`config.mk`:
```
export PLATFORM = sky130hd
export DESIGN_NAME = la_control
export DESIGN_NICKNAME = d
export VERILOG_FILES = /design/src/common/nebula_pkg.sv /design/src/la_control/la_control.sv
export SDC_FILE = /design/constraint.sdc
export NUM_CORES = 1
export LEC_CHECK = 0
export BUFFER_PORTS_ARGS = -buffer_cell sky130_fd_sc_hd__buf_2
export CORE_AREA = 3 3 237 239
export CTS_CLUSTER_DIAMETER = 120
export CTS_CLUSTER_SIZE = 20
export DETAILED_ROUTE_END_ITERATION = 7
export DIE_AREA = 0 0 240 242
export GPL_TIMING_DRIVEN = 1
export PLACE_DENSITY_LB_ADDON = 0.2
export SLEW_MARGIN = 15
export SYNTH_ARGS = -nofsm -noshare
export SYNTH_HDL_FRONTEND = slang
export SYNTH_SLANG_ARGS = --single-unit
```
`constraint.sdc`:
```
create_clock -name wb_clk_i -period 1.9 [get_ports wb_clk_i]
set_input_delay 0.095 -clock wb_clk_i [delete_from_list [all_inputs] [get_ports wb_clk_i]]
set_output_delay 0.095 -clock wb_clk_i [all_outputs]
set_load 0.005 [all_outputs]
```
`src/common/nebula_pkg.sv`:
```
//******************************
// Shared bus types and address map
// for the carrier and its targets
//******************************
`default_nettype none

package nebula_pkg;

    // One Wishbone request, manager to target
    typedef struct packed {
        logic        cyc;
        logic        stb;
        logic        we;
        logic [3:0]  sel;
        logic [31:0] adr;
        logic [31:0] dat;
    } wb_req_t;

    // Target answer
    typedef struct packed {
        logic        ack;
        logic [31:0] dat;
    } wb_rsp_t;

    // Chip pins and logic analyzer
    localparam int NUM_PINS = 38;
    localparam int LA_WIDTH = 128;
    localparam int LA_WORDS = 4;  // 32-bit words of the LA bus

    // Owner index, 0 is nobody
    localparam int OWNER_W = 4;

    // Target slot in adr[27:24]
    localparam int SLOT_LSB   = 24;
    localparam int SLOT_W     = 4;
    localparam int SLOT_SRAM  = 0;
    localparam int SLOT_GPIO  = 1;
    localparam int SLOT_LA    = 2;
    localparam int SLOT_TEAM0 = 3;  // Team k sits at SLOT_TEAM0 + k - 1

    localparam int SRAM_WORDS = 256;

    // GPIO owner register layout
    localparam int PINS_PER_REG    = 8;
    localparam int GPIO_OWNER_REGS = 5;

endpackage

`default_nettype wire

```
`src/la_control/la_control.sv`:
```
//******************************
// LA word ownership and output mux
//******************************
`timescale 1ns/1ps
`default_nettype none

module la_control #(
    parameter int NUM_TEAMS = 2
) (
    input  wire                                          wb_clk_i,
    input  wire                                          rst_n_i,
    input  nebula_pkg::wb_req_t                          req_i,
    output nebula_pkg::wb_rsp_t                          rsp_o,
    input  wire [nebula_pkg::LA_WIDTH*(NUM_TEAMS+1)-1:0] designs_la_data_out_flat_i,
    output logic [nebula_pkg::LA_WIDTH-1:0]              la_data_out_o
);

    localparam int OW = nebula_pkg::OWNER_W;
    localparam int FW = nebula_pkg::LA_WORDS * OW;  // Used bits of the owner word

    logic [FW-1:0] owner_q;
    logic          at_owner;
    logic          access;
    logic          ack_q;
    logic [31:0]   rdat_q;

    assign at_owner = req_i.adr[3:2] == 2'd0;
    assign access   = req_i.cyc && req_i.stb && !ack_q;

    always_ff @(posedge wb_clk_i) begin
        if (!rst_n_i) begin
            ack_q   <= 1'b0;
            owner_q <= '0;
        end else begin
            ack_q <= access;
            if (access && req_i.we && at_owner) owner_q <= req_i.dat[FW-1:0];
        end
    end

    always_ff @(posedge wb_clk_i) begin
        if (access) rdat_q <= at_owner ? {{(32-FW){1'b0}}, owner_q} : 32'd0;
    end

    assign rsp_o.ack = ack_q;
    assign rsp_o.dat = rdat_q;

    always_comb begin : word_mux
        logic [OW-1:0] own;
        for (int w = 0; w < nebula_pkg::LA_WORDS; w++) begin
            own = owner_q[w*OW +: OW];
            if (int'(own) > NUM_TEAMS) own = '0;
            la_data_out_o[w*32 +: 32] =
                designs_la_data_out_flat_i[int'(own)*nebula_pkg::LA_WIDTH + w*32 +: 32];
        end
    end

endmodule

`default_nettype wire

```
==> impl_metrics.csv, run 1 <==
group,metric,value,unit
global_route,grt_pass1_vias,5860,
cells_and_area,seq_area,845,sq um
die,rows,85,
yosys,synthesis.area,4290,sq um
worst_setup_path,cp.required,1800,ps
power_and_ir_drop,seqPwrFrac,29.3,%
cells_and_area,syn_to_final_growth,102,%
clocking,clkTransAtPathRegs,50,ps
sta,max_freq,0.537,GHz
placement,gp_congestion,0.741,
yosys,ys_ff_latch,33,
die,ioPinCount,618,
clocking,cts_sinks,33,
yosys,synthMostInstantiatedCell,"mux2i_1",
yosys,seq_area_frac_synth,19.1,%
yosys,ys.warnings.count,0,
status,status,"finished, final reports clean",
yosys,synthFlopType,"dfxtp_1",
power_and_ir_drop,peakVddDrop,192,uV
sta,finalHoldViolCount,0,
clocking,cts-buffers-inserted,5,
yosys,synth_common_cells,"mux2i_1, nand2_1, o21ai_1",
worst_setup_path,path_max_fanout,8,
placement,hpwl,19500,um
detailed_routing,firstDrtPassIters,4,
yosys,yosysTopAreaCell,"mux2i_1",
yosys,synth_edf_count,16,
power_and_ir_drop,power.switching,0.778,mW
run,maxCapViolations,0,
sta,slew-limit-headroom,49.9,%
yosys,ys_types,24,
detailed_routing,vias,6056,
cells_and_area,final_cell_area,8640,sq um
sta,hold-worst-slack,58.4,ps
sta,grt_setup_unrepaired,"true",
clocking,clockBufferDepth,2,
die,dieArea,58100,sq um
cells_and_area,fill_cells,6223,
die,die_w,240,um
placement,dp_cells,1780,
yosys,synthCells,555,
power_and_ir_drop,powerDensity,303,nW/um^2
sta,fin_skew,5.51,ps
global_route,grt_max_degree,65,
sta,worst_slew_pin_slew,751,ps
detailed_routing,wirelength,25600,um
worst_setup_path,end_kind,"output pin",
sta,setup_violations,0,
global_route,antenna_found_initial,3,
cells_and_area,final_core_util,16.0,%
worst_setup_path,cp.arrival,1770,ps
clocking,root_buffer,"clkbuf_16",
worst_setup_path,path_class,"reg2out",
detailed_routing,wl_per_cell,14.1,um
detailed_routing,drt_iter0_drc,183,
die,core_area,54000,sq um
yosys,async_flop_share,0,%
global_route,track_usage,7.66,%
power_and_ir_drop,p_comb_share,40.0,%
sta,period_minus_slack,1860,ps
yosys,synth_top_area_share,29.9,%
die,start_util,7.93,%
power_and_ir_drop,swShare,29.7,%
die,fp.dieH,242,um
clocking,hold_buffers,0,
sta,drv_slew,0,
placement,dpl_worst_slack,193,ps
sta,setup_slack,37.2,ps
clocking,htreeDepth,2,
yosys,synth.avg_cell_area,7.72,sq um
worst_hold_path,min_path_type,"in2reg",
global_route,grt_pass1_wl,34300,um
cells_and_area,instances_no_fill,1816,
power_and_ir_drop,p_int,1.84,mW
power_and_ir_drop,p_leak,3.60,nW
cells_and_area,layout-drive-gt1-share,58.8,%
detailed_routing,via_per_inst,3.33,
placement,post_dp_cell_area,7860,sq um
clocking,cts_tree,"built",
worst_setup_path,crit_path_start_kind,"flip-flop",
detailed_routing,drc,0,
global_route,grt_overflow,0,
placement,portBuffers,551,
yosys,yosys-top-cells-area,"mux2i_1, o21ai_1, edfxtp_1",
clocking,worstSkewPairLatency,290,ps
sta,fin_crit_sh,98.0,%
cells_and_area,multi_input_area,3300,sq um
power_and_ir_drop,clkPwrFrac,30.6,%
cells_and_area,nets,1573,
detailed_routing,ant_nets,0,
==> path summary, 6_finish.rpt <==
kind	from	end	slack (ps)	cells after the start
hold reg to reg	owner_q[13]	owner_q[13]	520	2
hold / removal	req_i[10]	owner_q[10]	60	3
setup reg to reg	ack_q	owner_q[4]	420	5
setup / recovery	owner_q[10]	la_data_out_o[65]	40	7
==> stage by stage <==
stage	total power, mW	TNS, ps
finish	2.62	0
global route	2.81	-1100
CTS	2.65	-72.4
detailed placement	1.78	0
global placement	1.78	0
floorplan	1.12	0
==> per-layer routing <==
layer / vias up / GRT usage [%] / part of all wire [%]
met4: 4 / 0.937 / 0.75
met2: 264 / 15.2 / 53
met5: - / 0 / 0.082
met3: 16 / 1.79 / 6.8
li1: 3077 / - / -
met1: 2695 / 8.29 / 39
==> critical path: stages, from the launching register on <==
cell and delay, ps:
dfxtp_4 360, nor4b_4 270, buf_6 170, buf_12 110
buf_16 130, mux2i_1 230, o21ai_1 70, buf_2 130
==> layout by cell type, fill, tap and decap left out, drive strengths merged <==
cell / instances
nand2: 124
buf: 593
a21boi: 16
nor3b: 1
nor4b: 8
clkbuf: 11
diode: 3
nand3: 16
or3b: 1
and2: 17
edfxtp: 16
mux2i: 128
o21ai: 144
nand3b: 5
clkinv: 3
nor2: 1
dfxtp: 17
conb: 16
==> power groups by stage <==
stage | Clock, mW | Sequential, mW | Combinational [mW]
floorplan | 0 | 0.788 | 0.335
global placement | 0 | 0.788 | 0.996
detailed placement | 0 | 0.789 | 0.996
CTS | 0.840 | 0.774 | 1.03
global route | 0.878 | 0.771 | 1.16
finish | 0.802 | 0.768 | 1.05
==> layout make-up <==
| cell class | instances | share of cell area [%] |
|---|---|---|
| diodes | 3 | 0.0869 |
| clock buffers | 6 | 1.49 |
| clock inverters | 2 | 0.116 |
| inverters | 1 | 0.0434 |
| multi-input cells | 477 | 38.2 |
| flip-flops and latches | 33 | 9.77 |
| well taps | 696 | 10.1 |
| repair buffers | 598 | 40.2 |
==> cell families (layout without fill, tap and decap cells) <==
kind of cell | count (synthesis) | count (layout) | synth area share [%]
AND/OR/NAND/NOR | 173 | 173 | 21.1
AO/OA/AOI/OAI | 160 | 160 | 20.5
multiplexers | 128 | 128 | 29.9
buffers and inverters | 60 | 607 | 9.25
flip-flops | 33 | 33 | 19.1
other | 1 | 19 | 0.0875
==> sequential cells by signal (all words and copies together), names as in the netlist <==
register / cells
ack_q: 1
owner_q: 16
rdat_q: 16
==> timing repair <==
action                                  4_1_cts  5_1_grt
resized for setup                            27       40
buffers inserted                             11        3
pin swaps                                     4        8
cloned                                        5        6
endpoints found under the setup margin       48       88
Power figures use the tool's default switching activity.
==> run 2: changes to the inputs <==
- clock period: 1.9 -> 2.01 ns (I/O delays scaled with it)
==> impl_metrics.csv, run 2 (synthesis results as in run 1) <==
group,metric,value,unit
status,status,"finished, final reports clean",
cells_and_area,nets,1564,
sta,period_minus_slack,1930,ps
power_and_ir_drop,peakVddDrop,210,uV
detailed_routing,wl_per_cell,13.7,um
sta,fin_skew,2.01,ps
placement,portBuffers,551,
die,dieArea,58100,sq um
die,ioPinCount,618,
detailed_routing,firstDrtPassIters,4,
worst_setup_path,end_kind,"output pin",
power_and_ir_drop,power,2.51,mW
cells_and_area,layout_common_cells,"buf_2, nand2_1, mux2i_1",
placement,post_dp_cell_area,7840,sq um
sta,max_freq,0.519,GHz
placement,hpwl,19900,um
clocking,htreeDepth,2,
clocking,clkTransAtPathRegs,50,ps
die,core_area,54000,sq um
global_route,grt_max_degree,65,
cells_and_area,fill_cells,6282,
detailed_routing,drc,0,
worst_setup_path,crit_path_start_kind,"flip-flop",
placement,gp_congestion,0.746,
clocking,clockBufferDepth,2,
global_route,antenna_found_initial,4,
sta,setup_tns,0,ps
cells_and_area,layout-drive-gt1-share,57.0,%
power_and_ir_drop,p_leak,3.49,nW
sta,grt_setup_unrepaired,"true",
clocking,cts-buffers-inserted,5,
power_and_ir_drop,powerDensity,303,nW/um^2
run,maxCapViolations,0,
clocking,cts_sinks,33,
sta,slew-limit-headroom,50.1,%
global_route,grt_pass1_wl,34300,um
detailed_routing,drt_iter0_drc,255,
sta,drv_slew,0,
clocking,worstSkewPairLatency,280,ps
global_route,track_usage,7.61,%
worst_setup_path,cp.arrival,1830,ps
worst_setup_path,cp.required,1910,ps
clocking,cts_tree,"built",
clocking,hold_buffers,0,
detailed_routing,vias,5966,
die,rows,85,
clocking,root_buffer,"clkbuf_16",
cells_and_area,final_cell_area,8280,sq um
worst_setup_path,path_class,"reg2out",
global_route,grt_overflow,0,
sta,worst_slew_pin_slew,748,ps
worst_setup_path,path_max_fanout,16,
sta,finalHoldViolCount,0,
detailed_routing,ant_nets,0,
die,fp.dieH,242,um
sta,fin_crit_sh,95.9,%
worst_hold_path,min_path_type,"in2reg",
global_route,grt_pass1_vias,5938,
sta,setup_violations,0,
cells_and_area,top_regs,"owner_q (16), rdat_q (16), ack_q (1)",
detailed_routing,via_per_inst,3.30,
die,start_util,7.93,%
cells_and_area,final_common_cell,"buf_2",
cells_and_area,syn_to_final_growth,93.2,%
detailed_routing,wirelength,24800,um
die,die_w,240,um
run 2: changes by cell type in the layout (fill, tap and decap cells not counted), moves of 3 or more:
cell,previous run,this run
mux2i_4,11,0
buf_16,5,1
buf_4,16,20
dfxtp_1,6,12
o21ai_2,13,10
mux2i_2,7,10
buf_6,8,4
dfxtp_4,4,0
mux2i_1,110,118
run 2: worst max-delay path, cell delays in order, from the launching register on:
cell,delay (ps)
dfxtp_1,370
nor4b_4,290
buf_6,170
buf_12,180
mux2i_2,310
o21ai_1,80
buf_2,130
run 2: power by group:
part | switching, mW | internal, mW | leakage (nW) | total (mW)
Combinational | 0.406 | 0.544 | 3.12 | 0.949
Sequential | 0.0106 | 0.720 | 0.289 | 0.731
Clock | 0.302 | 0.525 | 0.0799 | 0.827
run 2: path summary, 6_finish.rpt:
kind                            end  slack [ps]         from  cells after the start
setup reg to reg        owner_q[12]         650        ack_q                      5
hold / removal           owner_q[8]          70     req_i[8]                      3
setup / recovery  la_data_out_o[74]          80  owner_q[10]                      6
hold reg to reg          owner_q[8]         530   owner_q[8]                      2
run 2: what timing repair did:
item	in CTS	in global routing
buffers inserted	1	12
endpoints found under the setup margin	7	70
pin swaps	0	2
cloned	1	4
resized for setup	4	18
run 2: metrics by stage:
step                hold WS [ps]  setup slack (ps)  utilization [%]  std cells
floorplan                    247               607                -        570
global placement             372               293             14.5       1778
detailed placement           373               293             14.5       1778
CTS                         55.1              2.53             14.9       1788
global route                75.0             -13.3             15.3       1804
finish                      66.8              83.4             15.3       1806
run 2: metal layers:
metal	GRT usage, %	vias up	part of all wire, %
met2	14.7	269	53
met1	8.51	2619	39
met5	0	-	0.11
li1	-	3058	-
met3	2.03	16	7.6
met4	0.778	4	0.51
run 2: layout make-up:
| class | instances | area [sq um] | area share [%] |
|---|---|---|---|
| Antenna cell | 2 | 5.00 | 0.0604 |
| Clock buffer | 7 | 153 | 1.84 |
| Clock inverter | 1 | 5.00 | 0.0604 |
| Inverter | 1 | 3.75 | 0.0453 |
| Multi-Input combinational cell | 477 | 3160 | 38.2 |
| Sequential cell | 33 | 827 | 9.98 |
| Tap cell | 696 | 871 | 10.5 |
| Timing Repair Buffer | 589 | 3260 | 39.3 |
