**src/common/nebula_pkg.sv**
```systemverilog
//******************************
// Shared bus types and address map
// for the carrier and its targets
//******************************
`default_nettype none

package nebula_pkg;

    // One Wishbone request, manager to target
    typedef struct packed {
        logic        cyc;
        logic        stb;
        logic        we;
        logic [3:0]  sel;
        logic [31:0] adr;
        logic [31:0] dat;
    } wb_req_t;

    // Target answer
    typedef struct packed {
        logic        ack;
        logic [31:0] dat;
    } wb_rsp_t;

    // Chip pins and logic analyzer
    localparam int NUM_PINS = 38;
    localparam int LA_WIDTH = 128;
    localparam int LA_WORDS = 4;  // 32-bit words of the LA bus

    // Owner index, 0 is nobody
    localparam int OWNER_W = 4;

    // Target slot in adr[27:24]
    localparam int SLOT_LSB   = 24;
    localparam int SLOT_W     = 4;
    localparam int SLOT_SRAM  = 0;
    localparam int SLOT_GPIO  = 1;
    localparam int SLOT_LA    = 2;
    localparam int SLOT_TEAM0 = 3;  // Team k sits at SLOT_TEAM0 + k - 1

    localparam int SRAM_WORDS = 256;

    // GPIO owner register layout
    localparam int PINS_PER_REG    = 8;
    localparam int GPIO_OWNER_REGS = 5;

endpackage

`default_nettype wire

```
**src/wb_decoder.sv**
```systemverilog
//******************************
// Address slot decoder, one manager
// to SRAM, controllers and teams
//******************************
`timescale 1ns/1ps
`default_nettype none

module wb_decoder #(
    parameter int NUM_TEAMS = 2
) (
    input  wire                 wb_clk_i,
    input  wire                 rst_n_i,
    input  nebula_pkg::wb_req_t m_req_i,
    output nebula_pkg::wb_rsp_t m_rsp_o,
    output nebula_pkg::wb_req_t t_req_o [nebula_pkg::SLOT_TEAM0 + NUM_TEAMS],
    input  nebula_pkg::wb_rsp_t t_rsp_i [nebula_pkg::SLOT_TEAM0 + NUM_TEAMS]
);

    localparam int NUM_TGT = nebula_pkg::SLOT_TEAM0 + NUM_TEAMS;

    logic [nebula_pkg::SLOT_W-1:0] slot;
    logic                          hit;
    logic                          miss_ack_q;  // Answers unmapped slots

    assign slot = m_req_i.adr[nebula_pkg::SLOT_LSB +: nebula_pkg::SLOT_W];
    assign hit  = int'(slot) < NUM_TGT;

    // Same request everywhere, strobes only to the selected slot
    always_comb begin
        for (int t = 0; t < NUM_TGT; t++) begin
            t_req_o[t]     = m_req_i;
            t_req_o[t].cyc = m_req_i.cyc && (int'(slot) == t);
            t_req_o[t].stb = m_req_i.stb && (int'(slot) == t);
        end
    end

    // Response mux, default is the local miss answer
    always_comb begin
        m_rsp_o.ack = miss_ack_q;
        m_rsp_o.dat = '0;
        for (int t = 0; t < NUM_TGT; t++) begin
            if (int'(slot) == t) begin
                m_rsp_o = t_rsp_i[t];
            end
        end
    end

    always_ff @(posedge wb_clk_i) begin
        if (!rst_n_i) begin
            miss_ack_q <= 1'b0;
        end else begin
            // One pulse per request, never back to back
            miss_ack_q <= m_req_i.cyc && m_req_i.stb && !hit && !miss_ack_q;
        end
    end

endmodule

`default_nettype wire

```
**config.mk**
```make
export PLATFORM = sky130hd
export DESIGN_NAME = wb_decoder
export DESIGN_NICKNAME = d
export VERILOG_FILES = /design/src/common/nebula_pkg.sv /design/src/wb_decoder.sv
export SDC_FILE = /design/constraint.sdc
export NUM_CORES = 1
export LEC_CHECK = 0
export ABC_AREA = 1
export CAP_MARGIN = 20
export CORE_AREA = 5 5 242 244
export CTS_BUF_LIST = sky130_fd_sc_hd__clkbuf_16
export DETAILED_ROUTE_END_ITERATION = 12
export DIE_AREA = 0 0 247 249
export DONT_BUFFER_PORTS = 1
export PLACE_DENSITY_LB_ADDON = 0.3
export SYNTH_ARGS = -nofsm -noshare
export SYNTH_HDL_FRONTEND = slang
export SYNTH_SLANG_ARGS = --single-unit
```
**constraint.sdc**
```tcl
create_clock -name wb_clk_i -period 1.1 [get_ports wb_clk_i]
set_clock_uncertainty 0.15 [all_clocks]
set_input_delay 0.165 -clock wb_clk_i [delete_from_list [all_inputs] [get_ports wb_clk_i]]
set_output_delay 0.165 -clock wb_clk_i [all_outputs]
set_load 0.1 [all_outputs]
```
==> results of run 1 <==
[logic make-up (layout without fill, tap and decap cells)]
| kind of cell | after synthesis | in the layout | synth area share |
|---|---|---|---|
| AOI/OAI and AO/OA | 34 | 34 | 0.04293 |
| and+or+nand+nor | 225 | 225 | 0.2607 |
| other | 0 | 1 | 0 |
| DFF | 1 | 1 | 0.005014 |
| buffers and inverters | 383 | 68 | 0.6913 |
[critical path, delay by kind of cell]
family,cells,cell delay [ns]
compound gates,1,0.13
simple gates,3,0.54
buf+inv,3,0.51
[cells in the mapped netlist, drive strengths merged]
cell,number
clkbuf,8
nand4,1
nor2,15
nand3,132
nor3,1
o21ai,33
buf,363
dfxtp,1
nand2,76
inv,12
a31oi,1
[layout make-up]
class                   instances  area (sq um)  area share
multi-input cells             259          2178      0.5407
well taps                     756         945.9      0.2348
repair buffers                 56         812.0      0.2016
inverters                      12         70.07     0.01739
flip-flops and latches          1         20.02    0.004969
diodes                          1         2.502   0.0006211
[where the power goes]
group | switching, mW | internal [mW]
clock | 0 | 0.000000122
combinational | 1.25 | 0.448
sequential | 0.00165 | 0.0384
[per-layer routing]
| metal | track usage | vias to the layer above |
|---|---|---|
| li1 | - | 1091 |
| met1 | 0.05288 | 1101 |
| met2 | 0.08495 | 269 |
| met3 | 0.02210 | 94 |
| met4 | 0.02853 | 4 |
| met5 | 0 | - |
[final timing paths]
kind	start	end	slack, ns	depth (start not counted)
setup / recovery	m_req_i[58]	m_rsp_o[8]	-0.64	7
hold / removal	m_req_i[64]	t_req_o[277]	0.18	0
setup reg to reg	miss_ack_q	miss_ack_q	0.24	3
hold reg to reg	miss_ack_q	miss_ack_q	0.46	3
[what timing repair did]
action / 4_1_cts / 5_1_grt
buffers inserted: 6 / 3
pin swaps: 23 / 11
endpoints found under the setup margin: 43 / 44
hold buffers: 0 / 0
gates resized for setup: 28 / 16
[per-stage QoR]
stage               cell area, sq um     util  hold slack [ns]
CTS                             3921  0.06995           0.1819
detailed placement              3741  0.06673           0.1819
finish                          4029  0.07187           0.1801
global placement                3741  0.06673           0.1819
global route                    4026  0.07182           0.1805
floorplan                       4863        -           0.1677
==> impl_metrics.json, run 1 <==
{
  "required_ns": 0.78,
  "antenna_found_initial": 3,
  "vias_per_cell": 2.359,
  "first_iter_violations": 81,
  "slowest_delay_ns": 0.29,
  "critPathCaptureType": "output pin",
  "synth.avg_cell_area_sq_um": 6.209,
  "rows": 87,
  "port_buffers": 0,
  "rsz0062_at_grt": "true",
  "syn-num-nets": 881,
  "violations": "negative setup slack",
  "wl_per_cell_microns": 15.61,
  "max_freq_mhz": 574.7,
  "synth_top_area_frac": 0.6562,
  "largest_reg_flops": 1,
  "hp-class": "input port to output pin",
  "ys_warn_count": 0,
  "regMostFlops": "miss_ack_q",
  "met3RoutedLength_mm": 2.119,
  "cp_cell_sequence": "nor2_4 -> buf_12 -> nand3_4 -> buf_12 -> buf_12 -> o21ai_4 -> nand3_4",
  "maxCapViolCount": 0,
  "synth-seq-cells": 1,
  "dp_hpwl_mm": 14.83,
  "dr_wl_met2_mm": 8.033,
  "grt_usage": 0.05069,
  "drc": 0,
  "p_total_mw": 1.737,
  "final_cell_mix": "nand3_1, nand2_1, nand3_4",
  "slew_viol_final": 0,
  "cp.arrival_ns": 1.42,
  "routed.top_layer": "met5",
  "synthesis.instances": 643,
  "num_io_pins": 626,
  "antenna_left": 0,
  "syn2layout_area_growth_pct": 0.9087,
  "critPathSlowestCell": "nand3_4",
  "status": "finished, violations left",
  "finalHoldViolations": 0,
  "insertion_delay_ns": 0,
  "worst_pin_slew_ns": 0.4423,
  "setup_ws_ns": -0.6399,
  "fin_nets": 568,
  "post-place-ws_ns": -0.7760,
  "synth.distinct_cells": 18,
  "timing.final.crit_share": 1.582,
  "start_util": 0.07122,
  "min_period_ns": 1.740,
  "placed_cells": 1075,
  "startpoint_type": "input port",
  "fp.dieH_microns": 249,
  "crit_top_cell": "buf_12",
  "routed_wl_mm": 16.93,
  "dr.pass1.iters": 4,
  "setup_viol": 43,
  "syn_area_sq_um": 3993,
  "grt_first_pass_wirelength_mm": 22.68,
  "final_cells": 1085,
  "core_area_sq_um": 56060,
  "fin_tns_setup_ns": -21.88,
  "grt_overflow": 0,
  "wl_met1_mm": 5.634,
  "power.leakage_nw": 1.336,
  "grt_max_degree": 41,
  "yosys.area.top_type": "buf_4",
  "maxSlewHeadroom": 0.7048,
  "drive_above_1_share": 0.5030,
  "path_class": "input port to output pin",
  "peakVddDrop_mv": 0.2753,
  "synth_area_leaders": "buf_4, nand3_1, nand2_1, o21ai_1, buf_2",
  "die_w_microns": 247,
  "die_area_sq_um": 61500,
  "reg_top3": "miss_ack_q x1",
  "final_common_cell": "nand3_1",
  "synth_seq_area_share": 0.005014,
  "crit_fanout": 32,
  "power-per-cell-area_nw_per_um2": 431.2,
  "grt_pass1_vias": 2901,
  "via_count": 2559,
  "gp_congestion": 0.7434,
  "n_fill_cell": 6592
}
Note: power is estimated with default switching activity, not from simulation.
==> run 2: changes to the inputs <==
Settings changed: PLACE_DENSITY_LB_ADDON 0.3 to 0.12.
==> impl_metrics.json, run 2 (synthesized netlist as in run 1, its figures left out) <==
{
  "insertion_delay_ns": 0,
  "final_cell_mix": "nand3_1, nand2_1, nand3_4",
  "maxSlewHeadroom": 0.6983,
  "final_common_cell": "nand3_1",
  "antenna_left": 0,
  "status": "finished, violations left",
  "peakVddDrop_mv": 0.1892,
  "rows": 87,
  "timing.final.crit_share": 1.462,
  "max_freq_mhz": 621.7,
  "path_class": "input port to output pin",
  "die_w_microns": 247,
  "rsz0062_at_grt": "true",
  "power-per-cell-area_nw_per_um2": 419.8,
  "dr.pass1.iters": 5,
  "slew_viol_final": 0,
  "finalHoldViolations": 0,
  "drc": 0,
  "fin_nets": 579,
  "syn2layout_area_growth_pct": 6.644,
  "setup_viol": 43,
  "maxCapViolCount": 0,
  "routed_wl_mm": 17.69,
  "cp.arrival_ns": 1.29,
  "largest_reg_flops": 1,
  "holdWs_ns": 0.1778,
  "drive_above_1_share": 0.5605,
  "port_buffers": 0,
  "via_count": 2594,
  "power.leakage_nw": 1.516,
  "violations": "negative setup slack",
  "rrSetupSlack_ns": 0.30,
  "post-place-ws_ns": -0.6269,
  "fin_tns_setup_ns": -18.27,
  "grt_max_degree": 28,
  "r2r_cells": 3,
  "n_fill_cell": 6600,
  "critPathCaptureType": "output pin",
  "required_ns": 0.78,
  "num_io_pins": 626,
  "fp.dieH_microns": 249,
  "grt_pass1_vias": 2952,
  "gp_congestion": 0.6320,
  "grt_overflow": 0,
  "p_total_mw": 1.788,
  "wl_per_cell_microns": 16.16,
  "diodes": 0,
  "core_area_sq_um": 56060,
  "grt_usage": 0.05177,
  "startpoint_type": "input port",
  "regMostFlops": "miss_ack_q",
  "die_area_sq_um": 61500,
  "worst_pin_slew_ns": 0.4520,
  "grt_first_pass_wirelength_mm": 23.33,
  "worstHoldPathCells": 2,
  "crit_fanout": 27,
  "fin_util": 0.07595,
  "first_iter_violations": 72,
  "vias_per_cell": 2.369,
  "min_period_ns": 1.608,
  "setup_ws_ns": -0.5085,
  "path_clk_slew_ns": 0,
  "dp_hpwl_mm": 14.00,
  "start_util": 0.07122,
  "reg_top3": "miss_ack_q x1",
  "antenna_found_initial": 1,
  "hp-class": "input port to flop"
}
-- run 2: area by class of cell --
type | instances | area (sq um) | area share
Inverter | 12 | 77.57 | 0.01822
Timing Repair Buffer | 67 | 1007 | 0.2366
Tap cell | 756 | 945.9 | 0.2222
Multi-Input combinational cell | 259 | 2207 | 0.5184
Sequential cell | 1 | 20.02 | 0.004702
-- run 2: per-layer routing --
layer	global-route usage	wire (microns)
met4	0.03093	1174
met2	0.09274	8992
met3	0.02189	2101
met5	0	0
met1	0.04881	5422
-- run 2: timing repair --
item,in CTS,in global routing
resized for setup,40,23
pin swaps,10,13
hold buffers,0,0
endpoints found under the setup margin,43,43
setup buffers,5,5
cloned,2,2
endpoints found under the hold margin,0,0
-- run 2: stage by stage --
stage | cells | cell area [sq um]
after global placement | 1084 | 3834
after detailed placement | 1084 | 3834
final | 1095 | 4258
after floorplan | 643 | 4863
after CTS | 1090 | 4085
after global routing | 1095 | 4258
-- run 2: where the power goes --
part | switching, mW | leakage, nW | internal [mW]
Clock | 0 | 0 | 0
Sequential | 0.000922 | 0.00815 | 0.0384
Combinational | 1.26 | 1.51 | 0.490
Total | 1.26 | 1.52 | 0.528
-- run 2: worst paths after layout --
path	from	end
worst max-delay path	m_req_i[59]	m_rsp_o[7]
worst min-delay path	m_req_i[70]	miss_ack_q
worst max register to register	miss_ack_q	miss_ack_q
worst min register to register	miss_ack_q	miss_ack_q
-- run 2: critical path, cell delays in order --
cell and delay [ns]:
nor2_4 0.17, buf_12 0.22, buf_12 0.17, nand3_1 0.09, nand3_2 0.10, o21ai_4 0.07
nand3_4 0.27
==> run 3: changes to the inputs <==
Clock period 1.1 ns to 1.3 ns, I/O delays scaled along.
==> impl_metrics.json, run 3 (synthesized netlist as in run 1, its figures left out) <==
{
  "required_ns": 0.95,
  "dp_hpwl_mm": 14.22,
  "final_common_cell": "nand3_1",
  "antenna_left": 0,
  "path_clk_slew_ns": 0,
  "pwr-share-clk": 0,
  "insertion_delay_ns": 0,
  "routed_wl_mm": 19.06,
  "wl_per_cell_microns": 17.29,
  "dr.pass1.iters": 4,
  "hp-class": "input port to flop",
  "die_w_microns": 247,
  "max_freq_mhz": 586.6,
  "n_fill_cell": 6547,
  "multi_input_area_sq_um": 2218,
  "power.leakage_nw": 1.600,
  "timing.final.crit_share": 1.311,
  "vias_per_cell": 2.387,
  "setup_viol": 43,
  "rows": 87,
  "path_class": "input port to output pin",
  "rsz0062_at_grt": "true",
  "fin_nets": 586,
  "num_io_pins": 626,
  "setup_ws_ns": -0.4048,
  "peakVddDrop_mv": 0.1648,
  "largest_reg_flops": 1,
  "port_buffers": 0,
  "fin_util": 0.07972,
  "worst_pin_slew_ns": 0.3436,
  "syn2layout_area_growth_pct": 11.94,
  "grt_overflow": 0,
  "crit_fanout": 12,
  "start_util": 0.07122,
  "core_area_sq_um": 56060,
  "hold_buffers": 0,
  "min_period_ns": 1.705,
  "grt_max_degree": 28,
  "p_int_mw": 0.5067,
  "worstHoldPathCells": 2,
  "power-per-cell-area_nw_per_um2": 359.1,
  "via_count": 2631,
  "seq_area_sq_um": 20.02,
  "drc": 0,
  "grt_first_pass_wirelength_mm": 24.04,
  "diodes": 0,
  "seqPwrFrac": 0.021,
  "gp_congestion": 0.6377,
  "maxCapViolCount": 0,
  "fin_tns_setup_ns": -13.89,
  "switchingPower_mw": 1.098,
  "final_cell_mix": "nand3_1, nand2_1, buf_12",
  "sw_frac_of_total": 0.6843,
  "slew_viol_final": 0,
  "finalHoldViolations": 0,
  "p_total_mw": 1.605,
  "grt_pass1_vias": 2926,
  "combPwrFrac": 0.979,
  "violations": "negative setup slack",
  "die_area_sq_um": 61500,
  "drive_above_1_share": 0.5607,
  "maxSlewHeadroom": 0.7709,
  "critPathCaptureType": "output pin",
  "reg_top3": "miss_ack_q x1",
  "first_iter_violations": 70,
  "startpoint_type": "input port",
  "regMostFlops": "miss_ack_q",
  "status": "finished, violations left",
  "cp.arrival_ns": 1.36,
  "fp.dieH_microns": 249,
  "r2r_cells": 3,
  "grt_usage": 0.05371,
  "antenna_found_initial": 0
}
-- run 3: final cells by class --
cell class | instances | area share
Inverter | 12 | 0.01876
Timing Repair Buffer | 74 | 0.2688
Sequential cell | 1 | 0.004479
Multi-Input combinational cell | 259 | 0.4964
Tap cell | 756 | 0.2116
-- run 3: critical path: stages --
cell	delay (ns)
nor2_4	0.10
buf_12	0.13
nand3_4	0.08
buf_12	0.18
buf_4	0.19
o21ai_4	0.19
nand3_4	0.10
buf_12	0.17
-- run 3: timing repair --
item	CTS	global route
endpoints found under the hold margin	0	0
pin swaps	15	24
endpoints found under the setup margin	43	43
setup buffers	8	4
cloned	3	3
gates resized for setup	44	21
-- run 3: worst paths after layout --
| path | from | endpoint | slack [ns] |
|---|---|---|---|
| worst max-delay path | m_req_i[58] | m_rsp_o[19] | -0.40 |
| worst max register to register | miss_ack_q | miss_ack_q | 0.51 |
| worst min register to register | miss_ack_q | miss_ack_q | 0.36 |
| worst min-delay path | m_req_i[70] | miss_ack_q | 0.20 |
-- run 3: power groups by stage --
stage	sequential, mW	clock (mW)	combinational [mW]
floorplan	0.0329	0	6.10
global placement	0.0331	0	1.47
detailed placement	0.0331	0	1.46
CTS	0.0331	0	1.54
global route	0.0333	0	1.65
finish	0.0330	0	1.57
-- run 3: stage by stage --
step	cells	hold WS, ns	area (sq um)	setup slack, ns
2_1_floorplan	643	0.1977	4863	-0.2357
3_3_place_gp	1086	0.2194	3899	-0.4849
3_5_place_dp	1086	0.2110	3899	-0.4693
4_1_cts	1095	0.2114	4230	-0.4689
5_1_grt	1102	0.2209	4469	-0.4773
6_report	1102	0.2045	4469	-0.4048
-- run 3: metal layers --
metal	part of all wire	vias to the layer above	global-route usage	wire length, microns
met5	0	-	0	0
met4	0.058	0	0.02790	1098
met3	0.12	93	0.02264	2196
met2	0.51	249	0.09746	9705
met1	0.32	1158	0.05133	6058
li1	-	1131	-	-
