**src/common/nebula_pkg.sv**
```systemverilog
//******************************
// Shared bus types and address map
// for the carrier and its targets
//******************************
`default_nettype none

package nebula_pkg;

    // One Wishbone request, manager to target
    typedef struct packed {
        logic        cyc;
        logic        stb;
        logic        we;
        logic [3:0]  sel;
        logic [31:0] adr;
        logic [31:0] dat;
    } wb_req_t;

    // Target answer
    typedef struct packed {
        logic        ack;
        logic [31:0] dat;
    } wb_rsp_t;

    // Chip pins and logic analyzer
    localparam int NUM_PINS = 38;
    localparam int LA_WIDTH = 128;
    localparam int LA_WORDS = 4;  // 32-bit words of the LA bus

    // Owner index, 0 is nobody
    localparam int OWNER_W = 4;

    // Target slot in adr[27:24]
    localparam int SLOT_LSB   = 24;
    localparam int SLOT_W     = 4;
    localparam int SLOT_SRAM  = 0;
    localparam int SLOT_GPIO  = 1;
    localparam int SLOT_LA    = 2;
    localparam int SLOT_TEAM0 = 3;  // Team k sits at SLOT_TEAM0 + k - 1

    localparam int SRAM_WORDS = 256;

    // GPIO owner register layout
    localparam int PINS_PER_REG    = 8;
    localparam int GPIO_OWNER_REGS = 5;

endpackage

`default_nettype wire

```
**src/team_counter.sv**
```systemverilog
//******************************
// Sample team design, a counter
// shown on GPIO and LA outputs
//******************************
`timescale 1ns/1ps
`default_nettype none

module team_counter #(
    parameter int TEAM_ID = 1
) (
    input  wire                                  wb_clk_i,
    input  wire                                  rst_n_i,
    input  nebula_pkg::wb_req_t                  req_i,
    output nebula_pkg::wb_rsp_t                  rsp_o,
    output logic [nebula_pkg::NUM_PINS-1:0]      gpio_out_o,
    output logic [nebula_pkg::NUM_PINS-1:0]      gpio_oeb_o,
    output logic [nebula_pkg::LA_WIDTH-1:0]      la_data_out_o
);

    localparam int HI_PINS = nebula_pkg::NUM_PINS - 32;

    logic [1:0]  offset;
    logic        access;
    logic        ack_q;
    logic [31:0] rdat_q;
    logic        en_q;    // CTRL bit 0
    logic [31:0] count_q;

    assign offset = req_i.adr[3:2];  // 0 CTRL, 1 COUNT
    assign access = req_i.cyc && req_i.stb && !ack_q;

    always_ff @(posedge wb_clk_i) begin
        if (!rst_n_i) begin
            ack_q   <= 1'b0;
            en_q    <= 1'b0;
            count_q <= '0;
        end else begin
            ack_q <= access;
            if (access && req_i.we && offset == 2'd0) en_q <= req_i.dat[0];
            if (access && req_i.we && offset == 2'd1) begin
                count_q <= req_i.dat;  // Load wins over counting
            end else if (en_q) begin
                count_q <= count_q + 32'd1;
            end
        end
    end

    always_ff @(posedge wb_clk_i) begin
        if (access) begin
            case (offset)
                2'd0:    rdat_q <= {31'd0, en_q};
                2'd1:    rdat_q <= count_q;
                default: rdat_q <= '0;
            endcase
        end
    end

    assign rsp_o.ack = ack_q;
    assign rsp_o.dat = rdat_q;

    // Low 32 pins driven with the count
    assign gpio_out_o    = {{HI_PINS{1'b0}}, count_q};
    assign gpio_oeb_o    = {{HI_PINS{1'b1}}, 32'd0};
    assign la_data_out_o = {{(nebula_pkg::LA_WIDTH-64){1'b0}}, 32'(TEAM_ID), count_q};

endmodule

`default_nettype wire

```
**config.mk**
```make
export PLATFORM = sky130hd
export DESIGN_NAME = team_counter
export DESIGN_NICKNAME = d
export VERILOG_FILES = /design/src/common/nebula_pkg.sv /design/src/team_counter.sv
export SDC_FILE = /design/constraint.sdc
export NUM_CORES = 1
export LEC_CHECK = 0
export ABC_CLOCK_PERIOD_IN_PS = 4500
export BUFFER_PORTS_ARGS = -buffer_cell sky130_fd_sc_hd__buf_2
export CORE_AREA = 2 2 121 123
export DETAILED_ROUTE_END_ITERATION = 8
export DIE_AREA = 0 0 123 125
export SETUP_SLACK_MARGIN = 0.1
export SLEW_MARGIN = 0
export SYNTH_ARGS = -nofsm -noshare
export SYNTH_HDL_FRONTEND = slang
export SYNTH_SLANG_ARGS = --single-unit
```
**constraint.sdc**
```tcl
create_clock -name wb_clk_i -period 4.5 [get_ports wb_clk_i]
set_clock_uncertainty 0.2 [all_clocks]
set_input_delay 0.9 -clock wb_clk_i [delete_from_list [all_inputs] [get_ports wb_clk_i]]
set_output_delay 0.9 -clock wb_clk_i [all_outputs]
set_load 0.005 [all_outputs]
```
==> out/qor.yml, run 1 <==
cts:
  cts_tree: "done"
  cts_resized: 0
  cts_root_buffer: "clkbuf_16"
  htree_levels: 3
  cts_setup_buffers: 0
  clk_latency_ns: 0.33
  cts_hold_buf: 0
  clkTransAtPathRegs_ns: 0.05
  cts_buffers: 9
  cts_max_path_buffers: 2
  clock_sinks: 66
pwr:
  power.total_mw: 1.45
  max-vdd-ir-drop_uv: 147
  p_seq_share_pct: 45.5
  powerDensity_mw_per_mm2: 307
  p_clk_share_pct: 47.2
  power.internal_mw: 1.12
  p_sw_share_pct: 22.6
  switching_power_mw: 0.327
  power_leakage_nw: 2.21
  share_comb_of_total_power_pct: 7.3
setup_path:
  crit_required_ns: 4.49
  r2r_start: "count_q[0]"
  cp_data_arrival_time_ns: 2.61
  end_kind: "flop"
  ff2ff_setup_slack_ns: 2.07
  timing.rr.end: "count_q[22]"
  startpoint_type: "primary input"
  crit_fanout: 36
  critical_path_class: "in -> reg"
  reg2reg_depth: 6
sta:
  hold_viol: 0
  timing.final.crit_period_ns: 2.61
  setup_viol: 0
  hold_slack_ns: 0.317
  fin_crit_sh_pct: 58.1
  slew_headroom_pct: 37.7
  final-max-slew-violation-count: 0
  setup_tns_ns: 0
  worst_pin_slew_ns: 0.925
  fmax_mhz: 383
  rsz0062_at_grt: "false"
grt:
  antenna_found_initial: 0
  grt_usage_pct: 10.8
  grt_pass1_vias: 2362
  grt_overflow: 0
  grt_pass1_wl_um: 12800
  grt_max_degree: 37
routing:
  ant_nets: 0
  wl_um: 8940
  dr.pass1.iters: 4
  drt-initial-drc-count: 161
  drc: 0
  vias_per_cell: 3.95
  vias: 2961
  wl_per_cell_um: 11.9
die:
  initial_utilization_pct: 30.3
  die_w_um: 123
  rows: 44
  core-area_mm2: 0.0142
  die_h_um: 125
  ioPinCount: 310
  die_area_mm2: 0.0154
final_layout:
  final_layout_size_suffix_gt1_share_pct: 29.2
  nNetsFinal: 636
  final_cells: 750
  fillers: 1526
  final_area_mm2: 0.00471
  antenna_cells: 0
  syn2layout_area_growth_pct: 9.32
hold_path:
  hold_class: "reg -> reg"
  min_from: "ack_q"
  hold_end: "ack_q"
  whs_path_depth: 1
place:
  io_buffers: 135
  placed_area_mm2: 0.00443
  place_congestion: 0.755
  dp_hpwl_um: 6640
  dp.cells: 735
synth:
  postSynthAreaPerCell_um2: 9.35
  yosys_warnings: 0
  ys_seq_area_share_pct: 38.1
  synthCells: 461
  synth-seq-cells: 66
  netlist_area_mm2: 0.00431
  synth_cell_types: 37
status:
  outcome: "completed"
run:
  maxCapViolCount: 0
==> metal layers <==
| metal | share of wire (%) | vias up | track usage (%) |
|---|---|---|---|
| met5 | 0 | - | 0 |
| met2 | 48 | 163 | 18.1 |
| met3 | 9.5 | 9 | 3.06 |
| met1 | 41 | 1344 | 13.0 |
| met4 | 1.8 | 0 | 4.28 |
| li1 | - | 1445 | - |
==> layout by cell type, fill, tap and decap left out, drive strengths merged, types with 3 or more instances in the layout <==
cell type / netlist / final
conb: 2 / 140
buf: 175 / 139
dfxtp: 34 / 34
edfxtp: 32 / 32
and2: 31 / 31
o21ai: 20 / 20
xnor2: 18 / 18
a21oi: 18 / 18
nor2: 17 / 17
nand2: 13 / 13
clkbuf: 12 / 12
xor2: 11 / 11
nand3: 11 / 11
nand4: 11 / 11
a211oi: 10 / 10
nor3: 8 / 8
nor4: 8 / 8
inv: 7 / 7
and4: 5 / 5
mux2i: 3 / 3
==> metrics by stage <==
step	setup slack, ns	utilization [%]
floorplan	0.822	-
global placement	1.53	31.2
detailed placement	1.51	31.2
CTS	1.85	33.2
global route	1.71	33.2
finish	1.89	33.2
==> worst max-delay path, stage by stage <==
cell     delay, ns
buf_2         0.11
nor2b_2       0.13
buf_4         0.29
nand3_2       0.48
buf_4         0.43
o21ai_0       0.19
a21oi_1       0.06
==> power groups by stage <==
| stage | registers, mW | clock network (mW) | logic [mW] |
|---|---|---|---|
| 2_1_floorplan | 0.671 | 0 | 0.152 |
| 3_3_place_gp | 0.672 | 0 | 0.104 |
| 3_5_place_dp | 0.672 | 0 | 0.104 |
| 4_1_cts | 0.660 | 0.696 | 0.104 |
| 5_1_grt | 0.662 | 0.716 | 0.120 |
| 6_report | 0.659 | 0.683 | 0.106 |
==> worst max path at each step <==
| stage | from | end | slack [ns] | depth (start not counted) |
|---|---|---|---|---|
| finish | req_i[34] | count_q[9] | 1.89 | 7 |
| CTS | req_i[34] | count_q[15] | 1.85 | 7 |
| floorplan | req_i[70] | count_q[26] | 0.82 | 6 |
| global placement | req_i[34] | count_q[15] | 1.53 | 7 |
| global route | req_i[34] | count_q[29] | 1.71 | 7 |
| detailed placement | req_i[34] | count_q[15] | 1.51 | 7 |
==> flip-flops by register name, indices dropped and copies added (netlist names) <==
signal / flops
count_q: 32
en_q: 1
ack_q: 1
rdat_q: 32
==> cell type report <==
cell class / instances / area (um^2) / share of cell area (%)
clock buffers: 12 / 246 / 5.23
multi-input cells: 339 / 1820 / 38.7
flip-flops and latches: 66 / 1640 / 34.8
repair buffers: 139 / 706 / 15.0
inverters: 7 / 26.3 / 0.558
clock inverters: 3 / 40.0 / 0.850
well taps: 184 / 230 / 4.89
==> synth_stat cells (all sizes together) <==
| cell | count | area [um^2] |
|---|---|---|
| nor4b | 1 | 8.76 |
| edfxtp | 32 | 961 |
| conb | 2 | 7.51 |
| nand2 | 13 | 48.8 |
| dfxtp | 34 | 681 |
| nor3 | 8 | 45.0 |
| nor2b | 1 | 6.26 |
| a21oi | 18 | 90.1 |
| o21ai | 20 | 100 |
| a21o | 1 | 7.51 |
| xnor2 | 18 | 158 |
| inv | 7 | 26.3 |
| a31oi | 2 | 12.5 |
| and2 | 31 | 194 |
| nand4 | 11 | 81.3 |
| mux2i | 3 | 30.0 |
| and3 | 2 | 12.5 |
| clkbuf | 12 | 45.0 |
| and4 | 5 | 43.8 |
| ha | 1 | 12.5 |
| xor2 | 11 | 96.3 |
| nor3b | 1 | 7.51 |
| a211oi | 10 | 80.1 |
| nand3 | 11 | 55.1 |
| nor4 | 8 | 77.6 |
| or3 | 1 | 6.26 |
| buf | 175 | 1310 |
| a31o | 1 | 8.76 |
| or4 | 2 | 22.5 |
| nor2 | 17 | 63.8 |
| o22ai | 2 | 12.5 |
==> kinds of logic (layout without fill, tap and decap cells) <==
kind of cell	count (synthesis)	count (layout)	share of synthesized area, %
DFF	66	66	38.1
muxes	3	3	0.697
xor gates and xnor gates	29	29	5.89
and+or+nand+nor	112	112	15.6
other	2	140	0.174
buffers and inverters	194	161	32.0
adders and majority gates	1	1	0.290
AOI/OAI and AO/OA	54	54	7.23
Note: power is estimated with default switching activity, not from simulation.
==> run 2, diff against run 1 <==
--- a/config.mk
+++ b/config.mk
@@ -5,7 +5,7 @@
 export SDC_FILE = /design/constraint.sdc
 export NUM_CORES = 1
 export LEC_CHECK = 0
-export ABC_CLOCK_PERIOD_IN_PS = 4500
+export ABC_CLOCK_PERIOD_IN_PS = 2600
 export BUFFER_PORTS_ARGS = -buffer_cell sky130_fd_sc_hd__buf_2
 export CORE_AREA = 2 2 121 123
 export DETAILED_ROUTE_END_ITERATION = 8
==> constraint.sdc (replaced) <==
create_clock -name wb_clk_i -period 2.6 [get_ports wb_clk_i]
set_clock_uncertainty 0.2 [all_clocks]
set_input_delay 0.52 -clock wb_clk_i [delete_from_list [all_inputs] [get_ports wb_clk_i]]
set_output_delay 0.52 -clock wb_clk_i [all_outputs]
set_load 0.005 [all_outputs]
==> out/qor.yml, run 2 (synthesized netlist as in run 1, its figures left out) <==
status:
  outcome: "completed"  # unchanged
die:
  initial_utilization_pct: 30.3  # unchanged
  rows: 44  # unchanged
  die_w_um: 123  # unchanged
  core-area_mm2: 0.0142  # unchanged
  ioPinCount: 310  # unchanged
  die_area_mm2: 0.0154  # unchanged
  die_h_um: 125  # unchanged
grt:
  grt_usage_pct: 11.0  # was 10.8%
  grt_overflow: 0  # unchanged
  antenna_found_initial: 0  # unchanged
  grt_pass1_vias: 2459  # was 2362
  grt_max_degree: 64  # was 37
  grt_pass1_wl_um: 13000  # was 12800 um
cts:
  cts_max_path_buffers: 2  # unchanged
  clkTransAtPathRegs_ns: 0.05  # about the same
  clock_sinks: 66  # unchanged
  cts_tree: "done"  # unchanged
  cts_resized: 0  # unchanged
  cts_hold_buf: 0  # unchanged
  cts_setup_buffers: 0  # unchanged
  cts_buffers: 9  # unchanged
  cts_root_buffer: "clkbuf_16"  # unchanged
  htree_levels: 3  # unchanged
  clk_latency_ns: 0.33  # about the same
pwr:
  max-vdd-ir-drop_uv: 222  # was 147 uV
  power.internal_mw: 1.95  # was 1.12 mW
  power_leakage_nw: 2.26  # was 2.21 nW
  power.total_mw: 2.52  # was 1.45 mW
  p_sw_share_pct: 22.7  # was 22.6%
  powerDensity_mw_per_mm2: 526  # was 307 mW/mm^2
  p_seq_share_pct: 45.2  # was 45.5%
  p_clk_share_pct: 47.2  # about the same
  share_comb_of_total_power_pct: 7.6  # was 7.3%
  switching_power_mw: 0.571  # was 0.327 mW
sta:
  hold_viol: 0  # unchanged
  fin_crit_sh_pct: 86.9
  worst_pin_slew_ns: 1.05  # was 0.925 ns
  rsz0062_at_grt: "false"  # unchanged
  setup_viol: 0  # unchanged
  setup_tns_ns: 0  # unchanged
  hold_slack_ns: 0.246  # was 0.317 ns
  final-max-slew-violation-count: 0  # unchanged
  fmax_mhz: 443
  timing.final.crit_period_ns: 2.26
  slew_headroom_pct: 29.9  # was 37.7%
final_layout:
  syn2layout_area_growth_pct: 11.1  # was 9.32%
  nNetsFinal: 644  # was 636
  final_cells: 759  # was 750
  layout_commonest_cell: "conb_1"  # unchanged
  antenna_cells: 0  # unchanged
  layout_common_cells: "140 x conb_1, 135 x buf_2, 34 x dfxtp_1"  # unchanged
  top_regs: "count_q x32, rdat_q x32"  # unchanged
  utilization_pct: 33.7  # was 33.2%
  final_layout_size_suffix_gt1_share_pct: 30.1  # was 29.2%
hold_path:
  hold_class: "in -> reg"  # was reg -> reg
setup_path:
  cp_data_arrival_time_ns: 2.27  # was 2.61 ns
  crit_fanout: 13  # was 36
  end_kind: "flop"  # unchanged
  crit_required_ns: 2.61  # was 4.49 ns
  startpoint_type: "flop"  # was primary input
  critical_path_class: "reg -> reg"  # was in -> reg
routing:
  wl_per_cell_um: 12.2  # was 11.9 um
  drc: 0  # unchanged
  drt-initial-drc-count: 184  # was 161
  wl_um: 9230  # was 8940 um
  ant_nets: 0  # unchanged
  dr.pass1.iters: 4  # unchanged
  vias_per_cell: 3.99  # was 3.95
  vias: 3032  # was 2961
place:
  dp.cells: 743  # was 735
  dp_hpwl_um: 6920  # was 6640 um
  place_congestion: 0.767  # was 0.755
  io_buffers: 135  # unchanged
run:
  maxCapViolCount: 0  # unchanged
## run 2: cell types whose count changed in the layout (fill, tap and decap cells not counted), sizes merged
cell	previous run	this run
buf	139	147
clkbuf	12	13
## run 2: worst paths after layout
kind	slack, ns	cells past startpoint	end	startpoint
hold reg to reg	0.32	1	ack_q	ack_q
setup / recovery	0.34	7	count_q[31]	count_q[11]
setup reg to reg	0.34	7	count_q[31]	count_q[11]
hold / removal	0.25	3	count_q[15]	req_i[15]
## run 2: layout make-up
cell class | instances | area [um^2]
Inverter | 7 | 26.3
Multi-Input combinational cell | 339 | 1820
Clock inverter | 3 | 40.0
Clock buffer | 13 | 250
Fill cell | 1527 | 9420
Timing Repair Buffer | 147 | 778
Tap cell | 184 | 230
Sequential cell | 66 | 1640
## run 2: power groups by stage
| stage | Combinational [mW] | Sequential, mW | Clock, mW |
|---|---|---|---|
| 2_1_floorplan | 0.263 | 1.16 | 0 |
| 3_3_place_gp | 0.187 | 1.16 | 0 |
| 3_5_place_dp | 0.188 | 1.16 | 0 |
| 4_1_cts | 0.189 | 1.14 | 1.21 |
| 5_1_grt | 0.216 | 1.14 | 1.27 |
| 6_report | 0.191 | 1.14 | 1.19 |
## run 2: metrics by stage
step / instance area [um^2] / setup WS, ns
CTS: 4790 / 0.266
global placement: 4500 / 0.0441
floorplan: 4840 / 0.349
detailed placement: 4500 / 0.0253
finish: 4790 / 0.340
global route: 4790 / 0.155
## run 2: worst max-delay path, cell delays in order, from the launching register on
cell     delay [ns]
dfxtp_1        0.48
and4_1         0.31
nand4_1        0.12
buf_4          0.21
nor4_1         0.44
buf_4          0.20
xnor2_1        0.11
a21oi_1        0.08
## run 2: metal layers
metal	track usage [%]	part of all wire [%]	vias to the layer above
met3	2.60	9.1	11
met1	13.2	41	1381
met5	0	0	-
met4	4.34	1.6	0
met2	18.9	48	168
li1	-	-	1472
==> run 3, diff against run 2 <==
--- a/config.mk
+++ b/config.mk
@@ -5,11 +5,12 @@
 export SDC_FILE = /design/constraint.sdc
 export NUM_CORES = 1
 export LEC_CHECK = 0
-export ABC_CLOCK_PERIOD_IN_PS = 2600
+export ABC_CLOCK_PERIOD_IN_PS = 2350
 export BUFFER_PORTS_ARGS = -buffer_cell sky130_fd_sc_hd__buf_2
 export CORE_AREA = 2 2 121 123
 export DETAILED_ROUTE_END_ITERATION = 8
 export DIE_AREA = 0 0 123 125
+export GPL_TIMING_DRIVEN = 0
 export SETUP_SLACK_MARGIN = 0.1
 export SLEW_MARGIN = 0
 export SYNTH_ARGS = -nofsm -noshare
==> constraint.sdc (replaced) <==
create_clock -name wb_clk_i -period 2.35 [get_ports wb_clk_i]
set_clock_uncertainty 0.2 [all_clocks]
set_input_delay 0.47 -clock wb_clk_i [delete_from_list [all_inputs] [get_ports wb_clk_i]]
set_output_delay 0.47 -clock wb_clk_i [all_outputs]
set_load 0.005 [all_outputs]
==> out/qor.yml, run 3 (synthesized netlist as in run 1, its figures left out) <==
pwr:
  power.total_mw: 3.12  # was 2.52 mW
  p_sw_share_pct: 21.3  # was 22.7%
  share_comb_of_total_power_pct: 13.1  # was 7.6%
  p_seq_share_pct: 40.5  # was 45.2%
  switching_power_mw: 0.667  # was 0.571 mW
  max-vdd-ir-drop_uv: 260  # was 222 uV
  power.internal_mw: 2.46  # was 1.95 mW
  power_leakage_nw: 3.22  # was 2.26 nW
  powerDensity_mw_per_mm2: 503  # was 526 mW/mm^2
  p_clk_share_pct: 46.4  # was 47.2%
grt:
  grt_pass1_wl_um: 16300  # was 13000 um
  grt_max_degree: 18  # was 64
  grt_pass1_vias: 3203  # was 2459
  grt_overflow: 0  # unchanged
  grt_usage_pct: 13.8  # was 11.0%
  antenna_found_initial: 1  # was 0
setup_path:
  reg2reg_depth: 6  # was 7
  cp_data_arrival_time_ns: 2.20  # was 2.27 ns
  crit_required_ns: 2.34  # was 2.61 ns
  ff2ff_setup_slack_ns: 0.14  # was 0.34 ns
  timing.rr.end: "count_q[21]"  # was count_q[31]
  critical_path_class: "reg -> reg"  # unchanged
  crit_fanout: 10  # was 13
  r2r_start: "en_q"  # was count_q[11]
  end_kind: "flop"  # unchanged
  startpoint_type: "flop"  # unchanged
sta:
  fin_crit_sh_pct: 93.9  # was 86.9%
  final.setup.worst_slack_ns: 0.144  # was 0.340 ns
  setup_viol: 0  # unchanged
  timing.final.crit_period_ns: 2.21  # was 2.26 ns
  fmax_mhz: 453  # was 443 MHz
  worst_pin_slew_ns: 0.954  # was 1.05 ns
  slew_headroom_pct: 36.3  # was 29.9%
  rsz0062_at_grt: "true"  # was false
  hold_slack_ns: 0.196  # was 0.246 ns
  final-max-slew-violation-count: 0  # unchanged
  hold_viol: 0  # unchanged
cts:
  htree_levels: 3  # unchanged
  cts_root_buffer: "clkbuf_16"  # unchanged
  cts_tree: "done"  # unchanged
  clkTransAtPathRegs_ns: 0.05  # about the same
  clock_sinks: 66  # unchanged
  cts_max_path_buffers: 2  # unchanged
  clk_latency_ns: 0.33  # about the same
  cts_buffers: 9  # unchanged
  cts_hold_buf: 0  # unchanged
routing:
  wl_um: 11000  # was 9230 um
  wl_per_cell_um: 11.7  # was 12.2 um
  dr.pass1.iters: 4  # unchanged
  drc: 0  # unchanged
  drt-initial-drc-count: 176  # was 184
  vias: 3555  # was 3032
  vias_per_cell: 3.78  # was 3.99
  ant_nets: 0  # unchanged
final_layout:
  syn2layout_area_growth_pct: 44.0  # was 11.1%
  top_regs: "count_q x32, rdat_q x32"  # unchanged
  nNetsFinal: 825  # was 644
  fillers: 1453  # was 1527
  utilization_pct: 43.7  # was 33.7%
  final_cells: 941  # was 759
  layout_common_cells: "178 x buf_4, 140 x conb_1, 135 x buf_2"  # was 140 x conb_1, 135 x buf_2, 34 x dfxtp_1
  final_layout_size_suffix_gt1_share_pct: 47.6  # was 30.1%
  layout_commonest_cell: "buf_4"  # was conb_1
place:
  dp.cells: 918  # was 743
  place_congestion: 0.766  # was 0.767
  dp_slack_ns: -0.510  # was 0.0253 ns
  dp_hpwl_um: 8550  # was 6920 um
  io_buffers: 135  # unchanged
die:
  core-area_mm2: 0.0142  # unchanged
  rows: 44  # unchanged
  die_w_um: 123  # unchanged
  die_area_mm2: 0.0154  # unchanged
  ioPinCount: 310  # unchanged
  initial_utilization_pct: 30.3  # unchanged
  die_h_um: 125  # unchanged
status:
  outcome: "completed"  # unchanged
hold_path:
  min_from: "req_i[15]"  # unchanged
  hold_class: "in -> reg"  # unchanged
  hold_end: "count_q[15]"  # unchanged
  whs_path_depth: 3  # unchanged
run:
  maxCapViolCount: 0  # unchanged
## run 3: changes by cell type in the layout (fill, tap and decap cells not counted), moves of 9 or more
cell,change
dfxtp_2,+9
clkbuf_1,+12
dfxtp_1,-10
buf_4,+167
## run 3: worst max-delay path by stage
stage | cells after the start | from | slack (ns) | endpoint
floorplan | 6 | req_i[70] | 0.15 | count_q[26]
global placement | 7 | req_i[70] | -0.50 | count_q[30]
detailed placement | 7 | req_i[70] | -0.51 | count_q[30]
CTS | 6 | count_q[12] | 0.07 | count_q[29]
global route | 6 | en_q | 0.07 | count_q[21]
finish | 6 | en_q | 0.14 | count_q[21]
## run 3: worst max-delay path, cell delays in order, from the launching register on
cell and delay [ns]:
dfxtp_1 0.30, clkbuf_4 0.21, nand3_2 0.12, or4_4 0.59, nor3_1 0.38, xnor2_1 0.17, a21oi_1 0.08
## run 3: through the flow
stage | cell area, um^2 | TNS (ns)
6_report | 6210 | 0
5_1_grt | 6210 | 0
4_1_cts | 6100 | 0
3_5_place_dp | 5740 | -14.44
3_3_place_gp | 5740 | -13.44
2_1_floorplan | 4840 | 0
## run 3: layer usage
| layer | part of all wire, % | routed length (um) | global-route usage (%) |
|---|---|---|---|
| met5 | 0 | 0 | 0 |
| met1 | 41 | 4550 | 16.3 |
| met4 | 1.7 | 185 | 8.09 |
| met3 | 8.3 | 910 | 2.83 |
| met2 | 49 | 5380 | 22.8 |
## run 3: area by class of cell
| cell class | count | area (um^2) | share of cell area [%] |
|---|---|---|---|
| clock inverter | 2 | 60.1 | 0.968 |
| multi-input combinational | 340 | 1900 | 30.5 |
| sequential | 66 | 1660 | 26.7 |
| clock buffer | 14 | 264 | 4.25 |
| timing repair buffer | 140 | 713 | 11.5 |
| buffer | 187 | 1360 | 21.9 |
| tap | 184 | 230 | 3.71 |
| antenna | 1 | 2.50 | 0.0403 |
| inverter | 7 | 26.3 | 0.423 |
## run 3: power by group through the flow
stage          clock network (mW)  logic (mW)  registers (mW)
6_report                     1.45       0.411            1.27
3_5_place_dp                    0       0.390            1.29
5_1_grt                      1.53       0.455            1.27
3_3_place_gp                    0       0.388            1.29
2_1_floorplan                   0       0.291            1.28
4_1_cts                      1.48       0.393            1.26
## run 3: repair_timing
item,CTS,global route
setup endpoints to repair,32,31
hold endpoints to repair,0,0
pin swaps,2,2
gates resized for setup,8,18
gates cloned,1,0
buffers inserted,0,5
